$ cat config.mk
export PLATFORM = sky130hd
export DESIGN_NAME = la32_core
export DESIGN_NICKNAME = d
export VERILOG_FILES = /design/src/common/la32_pkg.sv /design/src/logic/la32_regfile.sv /design/src/core/la32_fetch.sv /design/src/core/la32_decode.sv /design/src/core/la32_execute.sv /design/src/core/la32_mem_wb.sv /design/src/core/la32_hazard.sv /design/src/core/la32_core.sv
export SDC_FILE = /design/constraint.sdc
export NUM_CORES = 2
export LEC_CHECK = 0
export BUFFER_PORTS_ARGS = -buffer_cell sky130_fd_sc_hd__buf_2
export CAP_MARGIN = 40
export CORE_MARGIN = 1
export CORE_UTILIZATION = 45
export CTS_CLUSTER_SIZE = 12
export DETAILED_ROUTE_END_ITERATION = 7
export SLEW_MARGIN = 10
export SYNTH_ARGS = -nofsm -noshare
export SYNTH_HDL_FRONTEND = slang
export SYNTH_SLANG_ARGS = --single-unit
$ cat constraint.sdc
create_clock -name clk -period 8.5 [get_ports clk]
set_input_delay 0.85 -clock clk [delete_from_list [all_inputs] [get_ports clk]]
set_output_delay 0.85 -clock clk [all_outputs]
set_load 0.005 [all_outputs]
$ cat src/common/la32_pkg.sv
`default_nettype none

package la32_pkg;

    localparam int XLEN   = 32;
    localparam int REG_AW = 5;

    localparam logic [XLEN-1:0] RESET_PC = 32'h1c00_0000;
    localparam logic [31:0]     NOP_INST = 32'h0000_0000;

    // opcode fields, compared against the instruction's top bits
    localparam logic [11:0] OP_3R     = 12'h001;
    localparam logic [4:0]  F3_ADD    = 5'h00;
    localparam logic [4:0]  F3_SUB    = 5'h02;
    localparam logic [4:0]  F3_SLT    = 5'h04;
    localparam logic [4:0]  F3_AND    = 5'h09;
    localparam logic [4:0]  F3_OR     = 5'h0a;
    localparam logic [4:0]  F3_XOR    = 5'h0b;
    localparam logic [9:0]  OP_ADDI_W = 10'h00a;
    localparam logic [9:0]  OP_LD_W   = 10'h0a2;
    localparam logic [9:0]  OP_ST_W   = 10'h0a6;
    localparam logic [6:0]  OP_LU12I  = 7'h0a;
    localparam logic [5:0]  OP_B      = 6'h14;
    localparam logic [5:0]  OP_BEQ    = 6'h16;
    localparam logic [5:0]  OP_BNE    = 6'h17;

    // zero values double as the bubble encoding
    typedef enum logic [2:0] {
        ALU_ADD,
        ALU_SUB,
        ALU_SLT,
        ALU_AND,
        ALU_OR,
        ALU_XOR,
        ALU_LUI
    } alu_op_e;

    typedef enum logic [1:0] {
        BR_NONE,
        BR_BEQ,
        BR_BNE,
        BR_B
    } br_kind_e;

    typedef enum logic [1:0] {
        FWD_RF,
        FWD_EXMEM,
        FWD_MEMWB
    } fwd_sel_e;

    typedef struct packed {
        logic [XLEN-1:0]   pc;
        logic [XLEN-1:0]   rs1_val;
        logic [XLEN-1:0]   rs2_val;
        logic [XLEN-1:0]   imm;
        logic [XLEN-1:0]   br_offs;
        logic [REG_AW-1:0] rs1;
        logic [REG_AW-1:0] rs2;
        logic [REG_AW-1:0] rd;
        alu_op_e           alu_op;
        logic              src2_imm;
        br_kind_e          br_kind;
        logic              use_rs1;
        logic              use_rs2;
        logic              is_load;
        logic              is_store;
        logic              reg_write;
    } id_ex_t;

    typedef struct packed {
        logic [XLEN-1:0]   alu_res;
        logic [XLEN-1:0]   store_data;
        logic [REG_AW-1:0] rd;
        logic              is_load;
        logic              is_store;
        logic              reg_write;
    } ex_mem_t;

    typedef struct packed {
        logic [XLEN-1:0]   alu_res;
        logic [XLEN-1:0]   load_data;
        logic [REG_AW-1:0] rd;
        logic              is_load;
        logic              reg_write;
    } mem_wb_t;

endpackage

`default_nettype wire

$ cat src/logic/la32_regfile.sv
`timescale 1ns/1ps
`default_nettype none

module la32_regfile import la32_pkg::*; (
    input  wire logic              clk,
    input  wire logic              rstn,
    input  wire logic [REG_AW-1:0] raddr1,
    output logic [XLEN-1:0]        rdata1,
    input  wire logic [REG_AW-1:0] raddr2,
    output logic [XLEN-1:0]        rdata2,
    input  wire logic              we,
    input  wire logic [REG_AW-1:0] waddr,
    input  wire logic [XLEN-1:0]   wdata,
    input  wire logic [REG_AW-1:0] dbg_raddr,
    output logic [XLEN-1:0]        dbg_rdata
);

    logic [XLEN-1:0] regs [32];

    always_ff @(posedge clk) begin
        if (!rstn) begin
            for (int i = 0; i < 32; i++) begin
                regs[i] <= '0;
            end
        end else if (we && waddr != '0) begin
            regs[waddr] <= wdata;
        end
    end

    // r0 reads zero, a same-cycle write is passed straight through
    assign rdata1 = (raddr1 == '0) ? '0 : (we && raddr1 == waddr) ? wdata : regs[raddr1];
    assign rdata2 = (raddr2 == '0) ? '0 : (we && raddr2 == waddr) ? wdata : regs[raddr2];
    assign dbg_rdata = (dbg_raddr == '0) ? '0
                     : (we && dbg_raddr == waddr) ? wdata : regs[dbg_raddr];

endmodule

`default_nettype wire

$ cat src/core/la32_fetch.sv
`timescale 1ns/1ps
`default_nettype none

module la32_fetch import la32_pkg::*; (
    input  wire logic            clk,
    input  wire logic            rstn,
    input  wire logic            load_stall,
    input  wire logic            branch_taken,
    input  wire logic [XLEN-1:0] branch_target,
    output logic [XLEN-1:0]      inst_addr,
    input  wire logic [31:0]     inst_data,
    output logic [31:0]          if_inst,
    output logic [XLEN-1:0]      if_pc
);

    logic [XLEN-1:0] pc;

    assign inst_addr = pc;

    // redirect wins over the stall hold
    always_ff @(posedge clk) begin
        if (!rstn) begin
            pc <= RESET_PC;
        end else if (branch_taken) begin
            pc <= branch_target;
        end else if (!load_stall) begin
            pc <= pc + 32'd4;
        end
    end

    // IF/ID
    always_ff @(posedge clk) begin
        if (!rstn || branch_taken) begin
            if_inst <= NOP_INST;
            if_pc   <= '0;
        end else if (!load_stall) begin
            if_inst <= inst_data;
            if_pc   <= pc;
        end
    end

endmodule

`default_nettype wire

$ cat src/core/la32_decode.sv
`timescale 1ns/1ps
`default_nettype none

module la32_decode import la32_pkg::*; (
    input  wire logic              clk,
    input  wire logic              rstn,
    input  wire logic [31:0]       if_inst,
    input  wire logic [XLEN-1:0]   if_pc,
    input  wire logic              load_stall,
    input  wire logic              branch_taken,
    output logic [REG_AW-1:0]      rf_raddr1,
    output logic [REG_AW-1:0]      rf_raddr2,
    input  wire logic [XLEN-1:0]   rf_rdata1,
    input  wire logic [XLEN-1:0]   rf_rdata2,
    output id_ex_t                 id_ex
);

    id_ex_t  dec;
    alu_op_e r3_op;
    logic    r3_ok;
    logic    is_3r;
    logic    is_addi;
    logic    is_ld;
    logic    is_st;
    logic    is_lu12i;
    logic    is_b;
    logic    is_beq;
    logic    is_bne;

    assign is_3r    = (if_inst[31:20] == OP_3R) && r3_ok;
    assign is_addi  = (if_inst[31:22] == OP_ADDI_W);
    assign is_ld    = (if_inst[31:22] == OP_LD_W);
    assign is_st    = (if_inst[31:22] == OP_ST_W);
    assign is_lu12i = (if_inst[31:25] == OP_LU12I);
    assign is_b     = (if_inst[31:26] == OP_B);
    assign is_beq   = (if_inst[31:26] == OP_BEQ);
    assign is_bne   = (if_inst[31:26] == OP_BNE);

    // stores and branches read rd on port 2
    assign rf_raddr1 = if_inst[9:5];
    assign rf_raddr2 = (is_st || is_beq || is_bne) ? if_inst[4:0] : if_inst[14:10];

    always_comb begin
        r3_ok = 1'b1;
        case (if_inst[19:15])
            F3_ADD: r3_op = ALU_ADD;
            F3_SUB: r3_op = ALU_SUB;
            F3_SLT: r3_op = ALU_SLT;
            F3_AND: r3_op = ALU_AND;
            F3_OR:  r3_op = ALU_OR;
            F3_XOR: r3_op = ALU_XOR;
            default: begin
                r3_op = ALU_ADD;
                r3_ok = 1'b0;
            end
        endcase
    end

    // anything not matched keeps all flags low
    always_comb begin
        dec         = '0;
        dec.pc      = if_pc;
        dec.rs1_val = rf_rdata1;
        dec.rs2_val = rf_rdata2;
        dec.rs1     = rf_raddr1;
        dec.rs2     = rf_raddr2;
        dec.rd      = if_inst[4:0];
        dec.imm     = is_lu12i ? {if_inst[24:5], 12'b0}
                               : {{20{if_inst[21]}}, if_inst[21:10]};
        dec.br_offs = is_b ? {{4{if_inst[9]}}, if_inst[9:0], if_inst[25:10], 2'b0}
                           : {{14{if_inst[25]}}, if_inst[25:10], 2'b0};
        if (is_3r) begin
            dec.alu_op    = r3_op;
            dec.use_rs1   = 1'b1;
            dec.use_rs2   = 1'b1;
            dec.reg_write = 1'b1;
        end else if (is_addi || is_ld) begin
            dec.use_rs1   = 1'b1;
            dec.src2_imm  = 1'b1;
            dec.is_load   = is_ld;
            dec.reg_write = 1'b1;
        end else if (is_st) begin
            dec.use_rs1  = 1'b1;
            dec.use_rs2  = 1'b1;
            dec.src2_imm = 1'b1;
            dec.is_store = 1'b1;
        end else if (is_lu12i) begin
            dec.alu_op    = ALU_LUI;
            dec.src2_imm  = 1'b1;
            dec.reg_write = 1'b1;
        end else if (is_beq || is_bne) begin
            dec.br_kind = is_beq ? BR_BEQ : BR_BNE;
            dec.use_rs1 = 1'b1;
            dec.use_rs2 = 1'b1;
        end else if (is_b) begin
            dec.br_kind = BR_B;
        end
    end

    // ID/EX
    always_ff @(posedge clk) begin
        if (!rstn || branch_taken) begin
            id_ex <= '0;
        end else if (!load_stall) begin
            id_ex <= dec;
        end
    end

endmodule

`default_nettype wire

$ cat src/core/la32_execute.sv
`timescale 1ns/1ps
`default_nettype none

module la32_execute import la32_pkg::*; (
    input  wire logic            clk,
    input  wire logic            rstn,
    input  wire id_ex_t          id_ex,
    input  wire fwd_sel_e        fwd1_sel,
    input  wire fwd_sel_e        fwd2_sel,
    input  wire logic [XLEN-1:0] wb_data,
    input  wire logic            load_stall,
    output ex_mem_t              ex_mem,
    output logic                 branch_taken,
    output logic [XLEN-1:0]      branch_target
);

    logic [XLEN-1:0] op1;
    logic [XLEN-1:0] op2;
    logic [XLEN-1:0] src2;
    logic [XLEN-1:0] alu_res;
    logic [XLEN-1:0] saved1;
    logic [XLEN-1:0] saved2;
    logic            replay;
    logic            take;

    function automatic logic [XLEN-1:0] fwd_mux(
        input fwd_sel_e        sel,
        input logic [XLEN-1:0] rf_val,
        input logic [XLEN-1:0] exmem_val,
        input logic [XLEN-1:0] memwb_val
    );
        case (sel)
            FWD_EXMEM: return exmem_val;
            FWD_MEMWB: return memwb_val;
            default:   return rf_val;
        endcase
    endfunction

    // operands seen during a load-use stall, since the instruction ahead
    // of the load retires while ID/EX holds and can no longer be forwarded
    always_ff @(posedge clk) begin
        if (!rstn) begin
            replay <= 1'b0;
        end else begin
            replay <= load_stall;
        end
    end

    always_ff @(posedge clk) begin
        if (load_stall) begin
            saved1 <= op1;
            saved2 <= op2;
        end
    end

    assign op1  = fwd_mux(fwd1_sel, replay ? saved1 : id_ex.rs1_val, ex_mem.alu_res, wb_data);
    assign op2  = fwd_mux(fwd2_sel, replay ? saved2 : id_ex.rs2_val, ex_mem.alu_res, wb_data);
    assign src2 = id_ex.src2_imm ? id_ex.imm : op2;

    always_comb begin
        case (id_ex.alu_op)
            ALU_SUB: alu_res = op1 - src2;
            ALU_SLT: alu_res = {31'b0, $signed(op1) < $signed(src2)};
            ALU_AND: alu_res = op1 & src2;
            ALU_OR:  alu_res = op1 | src2;
            ALU_XOR: alu_res = op1 ^ src2;
            ALU_LUI: alu_res = src2;
            default: alu_res = op1 + src2;
        endcase
    end

    always_comb begin
        case (id_ex.br_kind)
            BR_BEQ:  take = (op1 == op2);
            BR_BNE:  take = (op1 != op2);
            BR_B:    take = 1'b1;
            default: take = 1'b0;
        endcase
    end

    // compare is not valid yet while the load is still in EX/MEM
    assign branch_taken  = take && !load_stall;
    assign branch_target = id_ex.pc + id_ex.br_offs;

    // EX/MEM
    always_ff @(posedge clk) begin
        if (!rstn || load_stall) begin
            ex_mem <= '0;
        end else begin
            ex_mem.alu_res    <= alu_res;
            ex_mem.store_data <= op2;
            ex_mem.rd         <= id_ex.rd;
            ex_mem.is_load    <= id_ex.is_load;
            ex_mem.is_store   <= id_ex.is_store;
            ex_mem.reg_write  <= id_ex.reg_write;
        end
    end

endmodule

`default_nettype wire

$ cat src/core/la32_mem_wb.sv
`timescale 1ns/1ps
`default_nettype none

module la32_mem_wb import la32_pkg::*; (
    input  wire logic            clk,
    input  wire logic            rstn,
    input  wire ex_mem_t         ex_mem,
    output logic [XLEN-1:0]      data_addr,
    output logic [XLEN-1:0]      data_wdata,
    output logic                 data_we,
    input  wire logic [XLEN-1:0] data_rdata,
    output mem_wb_t              mem_wb,
    output logic                 rf_we,
    output logic [REG_AW-1:0]    rf_waddr,
    output logic [XLEN-1:0]      wb_data
);

    // byte address, the memory decodes the word
    assign data_addr  = ex_mem.alu_res;
    assign data_wdata = ex_mem.store_data;
    assign data_we    = ex_mem.is_store;

    // MEM/WB
    always_ff @(posedge clk) begin
        if (!rstn) begin
            mem_wb <= '0;
        end else begin
            mem_wb.alu_res   <= ex_mem.alu_res;
            mem_wb.load_data <= data_rdata;
            mem_wb.rd        <= ex_mem.rd;
            mem_wb.is_load   <= ex_mem.is_load;
            mem_wb.reg_write <= ex_mem.reg_write;
        end
    end

    assign rf_we    = mem_wb.reg_write;
    assign rf_waddr = mem_wb.rd;
    assign wb_data  = mem_wb.is_load ? mem_wb.load_data : mem_wb.alu_res;

endmodule

`default_nettype wire

$ cat src/core/la32_hazard.sv
`timescale 1ns/1ps
`default_nettype none

module la32_hazard import la32_pkg::*; (
    input  wire id_ex_t  id_ex,
    input  wire ex_mem_t ex_mem,
    input  wire mem_wb_t mem_wb,
    output fwd_sel_e     fwd1_sel,
    output fwd_sel_e     fwd2_sel,
    output logic         load_stall
);

    logic hit1_exmem;
    logic hit2_exmem;

    // younger result in EX/MEM takes precedence over MEM/WB
    function automatic fwd_sel_e pick(
        input logic              used,
        input logic [REG_AW-1:0] src,
        input logic              exmem_we,
        input logic [REG_AW-1:0] exmem_rd,
        input logic              memwb_we,
        input logic [REG_AW-1:0] memwb_rd
    );
        if (used && exmem_we && exmem_rd != '0 && exmem_rd == src) begin
            return FWD_EXMEM;
        end else if (used && memwb_we && memwb_rd != '0 && memwb_rd == src) begin
            return FWD_MEMWB;
        end else begin
            return FWD_RF;
        end
    endfunction

    assign fwd1_sel = pick(id_ex.use_rs1, id_ex.rs1, ex_mem.reg_write, ex_mem.rd,
                           mem_wb.reg_write, mem_wb.rd);
    assign fwd2_sel = pick(id_ex.use_rs2, id_ex.rs2, ex_mem.reg_write, ex_mem.rd,
                           mem_wb.reg_write, mem_wb.rd);

    // load one ahead of its consumer, caught with the consumer already in EX
    assign hit1_exmem = id_ex.use_rs1 && (id_ex.rs1 == ex_mem.rd);
    assign hit2_exmem = id_ex.use_rs2 && (id_ex.rs2 == ex_mem.rd);
    assign load_stall = ex_mem.is_load && (ex_mem.rd != '0) && (hit1_exmem || hit2_exmem);

endmodule

`default_nettype wire

$ cat src/core/la32_core.sv
`timescale 1ns/1ps
`default_nettype none

module la32_core import la32_pkg::*; (
    input  wire logic              clk,
    input  wire logic              rstn,
    output logic [XLEN-1:0]        inst_addr,
    input  wire logic [XLEN-1:0]   inst_data,
    output logic [XLEN-1:0]        data_addr,
    output logic [XLEN-1:0]        data_wdata,
    output logic                   data_we,
    input  wire logic [XLEN-1:0]   data_rdata,
    input  wire logic [REG_AW-1:0] dbg_raddr,
    output logic [XLEN-1:0]        dbg_rdata
);

    logic [31:0]       if_inst;
    logic [XLEN-1:0]   if_pc;
    logic              load_stall;
    logic              branch_taken;
    logic [XLEN-1:0]   branch_target;
    logic [REG_AW-1:0] rf_raddr1;
    logic [REG_AW-1:0] rf_raddr2;
    logic [XLEN-1:0]   rf_rdata1;
    logic [XLEN-1:0]   rf_rdata2;
    logic              rf_we;
    logic [REG_AW-1:0] rf_waddr;
    logic [XLEN-1:0]   wb_data;
    fwd_sel_e          fwd1_sel;
    fwd_sel_e          fwd2_sel;
    id_ex_t            id_ex;
    ex_mem_t           ex_mem;
    mem_wb_t           mem_wb;

    la32_fetch fetch_i (
        .clk           (clk),
        .rstn          (rstn),
        .load_stall    (load_stall),
        .branch_taken  (branch_taken),
        .branch_target (branch_target),
        .inst_addr     (inst_addr),
        .inst_data     (inst_data),
        .if_inst       (if_inst),
        .if_pc         (if_pc)
    );

    la32_decode decode_i (
        .clk          (clk),
        .rstn         (rstn),
        .if_inst      (if_inst),
        .if_pc        (if_pc),
        .load_stall   (load_stall),
        .branch_taken (branch_taken),
        .rf_raddr1    (rf_raddr1),
        .rf_raddr2    (rf_raddr2),
        .rf_rdata1    (rf_rdata1),
        .rf_rdata2    (rf_rdata2),
        .id_ex        (id_ex)
    );

    la32_execute execute_i (
        .clk           (clk),
        .rstn          (rstn),
        .id_ex         (id_ex),
        .fwd1_sel      (fwd1_sel),
        .fwd2_sel      (fwd2_sel),
        .wb_data       (wb_data),
        .load_stall    (load_stall),
        .ex_mem        (ex_mem),
        .branch_taken  (branch_taken),
        .branch_target (branch_target)
    );

    la32_mem_wb mem_wb_i (
        .clk        (clk),
        .rstn       (rstn),
        .ex_mem     (ex_mem),
        .data_addr  (data_addr),
        .data_wdata (data_wdata),
        .data_we    (data_we),
        .data_rdata (data_rdata),
        .mem_wb     (mem_wb),
        .rf_we      (rf_we),
        .rf_waddr   (rf_waddr),
        .wb_data    (wb_data)
    );

    la32_hazard hazard_i (
        .id_ex      (id_ex),
        .ex_mem     (ex_mem),
        .mem_wb     (mem_wb),
        .fwd1_sel   (fwd1_sel),
        .fwd2_sel   (fwd2_sel),
        .load_stall (load_stall)
    );

    la32_regfile regfile_i (
        .clk       (clk),
        .rstn      (rstn),
        .raddr1    (rf_raddr1),
        .rdata1    (rf_rdata1),
        .raddr2    (rf_raddr2),
        .rdata2    (rf_rdata2),
        .we        (rf_we),
        .waddr     (rf_waddr),
        .wdata     (wb_data),
        .dbg_raddr (dbg_raddr),
        .dbg_rdata (dbg_rdata)
    );

endmodule

`default_nettype wire

==> results.txt <==
Status: complete, no violations
Area grow syn2layout: 11.2%
Worst Setup Start Kind: register
Layout cells sized above 1: 19.6%
Remaining Overflow, GRT: 0
Min cycle time layout: 7.08 ns
Setup_tns: 0 ns
Slew @ Worst Pin: 1.20 ns
Port buffer count: 199
Clock slew at reported path FFs: 0.06 ns
Hold Path Class: in -> reg
Slew HR: 20.0%
Post-CTS Setup Bufs: 0
HPWL Detailed: 222000 um
Die area: 201000 um^2
Hold Buf Count CTS: 0
Tcrit/Tclk final: 83.3%
CTS tree: yes
R2R Setup Slk: 1.42 ns
CTS Root Cell: clkbuf_16
Cell variety after synth: 87
Vias per inst: 6.74
Die H: 449 um
CTS H-Tree Depth: 4
Pwr Total: 0.0194 W
Synth top area share: 36.4%
DR WL/cell: 32.7 um
CP Launch Point: mem_wb_i.rf_waddr[4]
Initial Utilization: 45.4%
Latest clock arrival within the worst-skew pair: 0.86 ns
Critical R2R Capture: execute_i.ex_mem[71]
Synth Cell Area: 89800 um^2
Flops & latches, synth: 1512
CP max FO: 27
Yosys top cell by area: edfxtp_1
Num CTS Buffers: 173
Data required, critical path: 9.19 ns
Final Util: 50.5%
First-pass DRT Iterations: 8
Commonest non-fill, non-tap cell in the layout: nand2_1
Syn Inst Count: 8661
Critical path capture point: execute_i.ex_mem[71]
Hold path cells: 2
Top-Level Pins: 200
Maxcap violations: 0
Reg2Reg Depth: 19
R2r startpoint: mem_wb_i.rf_waddr[4]
Row count: 163
Register area share after synthesis: 45.8%
Clock sinks: 1512
Most used DFF post-synth: edfxtp_1
Post-DRT Antenna Nets: 0
Die Wd: 449 um
Hold Fails Final Rpt: 0
Final WL: 368000 um
First-pass GRT wire length: 519000 um
Yosys warning count: 0
Max Slew Vio Count: 0
Max Clock Freq: 141 MHz
GPL Wtd Cong: 0.953
Clock buffer depth: 3
WP data arrival: 7.77 ns
Initial antenna violation count: 14
Nets: 8654
Power Dens Cells: 195 nW/um^2
Final setup vio count: 0
FFs w/ async S/R, synth: 0%
RSZ-0062 raised after global routing: no
Drt drc: 0
Element type at the critical path end: register
Leakage power: 35.0 nW
Most frequent cells in the layout: nand2_1, nor2_1, edfxtp_1
PnR worst setup slack: 1.42 ns
Overall routing resource usage: 35.6%
Largest net degree at the start of global routing: 168
Vias in the first global route: 72100
Post-synth EDFFs: 1088
Worst slack at placement: 1.71 ns
Maximum VDD drop: 239 uV
Syn avg cell area: 10.4 um^2
Clk_skew: 0.0489 ns
Vias: 75800
Initial drt markers: 11700
Crit Path Class: reg -> reg
Area contributors post-synth: edfxtp_1, mux4_2, dfxtp_1
Core area: 198000 um^2
Post-CTS Resized: 0
-- cells by family after synthesis --
logic type,after synthesis,synth area share [%]
buffers and inverters,1057,4.86
multiplexers,919,19.3
other,1,0.00417
AO/OA/AOI/OAI,1328,10.1
AND/OR/NAND/NOR,3579,16.8
XOR/XNOR,136,1.33
adder cells (fa/ha/maj),129,1.82
flip-flops,1512,45.8
-- final cells by class --
type	count	area, um^2
fillers	17500	97900
multi-input cells	6123	45200
flip-flops and latches	1512	41200
clock buffers	230	4860
repair buffers	484	3840
well taps	2640	3300
clock inverters	86	866
inverters	160	611
diodes	10	25.0
-- sequential cells by signal (all words and copies together) (netlist names), 32 cells and up, named ones only --
signal	flops
decode_i.id_ex	179
execute_i.ex_mem	72
execute_i.saved1	32
execute_i.saved2	32
fetch_i.if_inst	32
fetch_i.if_pc	32
fetch_i.inst_addr	32
mem_wb_i.mem_wb	65
regfile_i.regs	1024
-- worst min-delay path by stage --
stage | from | to
after global routing | data_rdata[25] | mem_wb_i.mem_wb[32]
final | data_rdata[25] | mem_wb_i.mem_wb[32]
after floorplan | execute_i.ex_mem[0] | mem_wb_i.rf_we
after CTS | data_rdata[25] | mem_wb_i.mem_wb[32]
after global placement | decode_i.id_ex[15] | decode_i.id_ex[15]
after detailed placement | decode_i.id_ex[15] | decode_i.id_ex[15]
-- through the flow --
step,std cells,cell area (um^2),hold WS [ns]
floorplan,8692,89900,0.421
global placement,10900,93300,0.436
detailed placement,10900,94100,0.439
CTS,11200,99800,0.182
global route,11200,99900,0.209
finish,11200,99900,0.229
-- layer usage --
| layer | routed length, um | up-vias | global-route usage [%] | part of all wire, % |
|---|---|---|---|---|
| met4 | 28700 | 12 | 23.9 | 7.8 |
| met1 | 129000 | 37400 | 44.9 | 35 |
| met2 | 162000 | 5851 | 53.6 | 44 |
| li1 | - | 31200 | - | - |
| met5 | 83 | - | 0 | 0.023 |
| met3 | 48400 | 1285 | 9.70 | 13 |
-- power by group --
part	switching, W	total [W]	leakage (nW)	internal [W]
clock	0.00323	0.00766	2.79	0.00443
sequential	0.000304	0.00849	14.6	0.00818
combinational	0.00206	0.00330	17.6	0.00124
-- synth_stat cells (147+ instances only) --
library cell	number
a211oi_1	186
a21oi_1	378
a311oi_1	194
and3_1	182
clkbuf_1	695
dfxtp_1	424
edfxtp_1	1088
inv_1	159
mux2i_1	174
mux4_2	630
nand2_1	1545
nand3_1	302
nor2_1	1271
o21ai_0	147
-- worst max-delay path: stages, from the launching register on --
cell and delay, ns:
dfxtp_1 0.67, xor2_1 0.14, nor4_1 0.35, nand4_1 0.50, buf_4 0.46, mux2_2 0.36
o21ai_0 0.33, mux2_2 0.26, ha_1 0.37, or3_1 0.47, or4_1 0.47, a2111oi_0 0.88
o31ai_1 0.24, a22oi_1 0.46, a211o_1 0.27, a31oi_1 0.11, o21bai_1 0.16, xnor2_1 0.08
a221oi_1 0.25, nor2_1 0.07
Note: power is estimated with default switching activity, not from simulation.
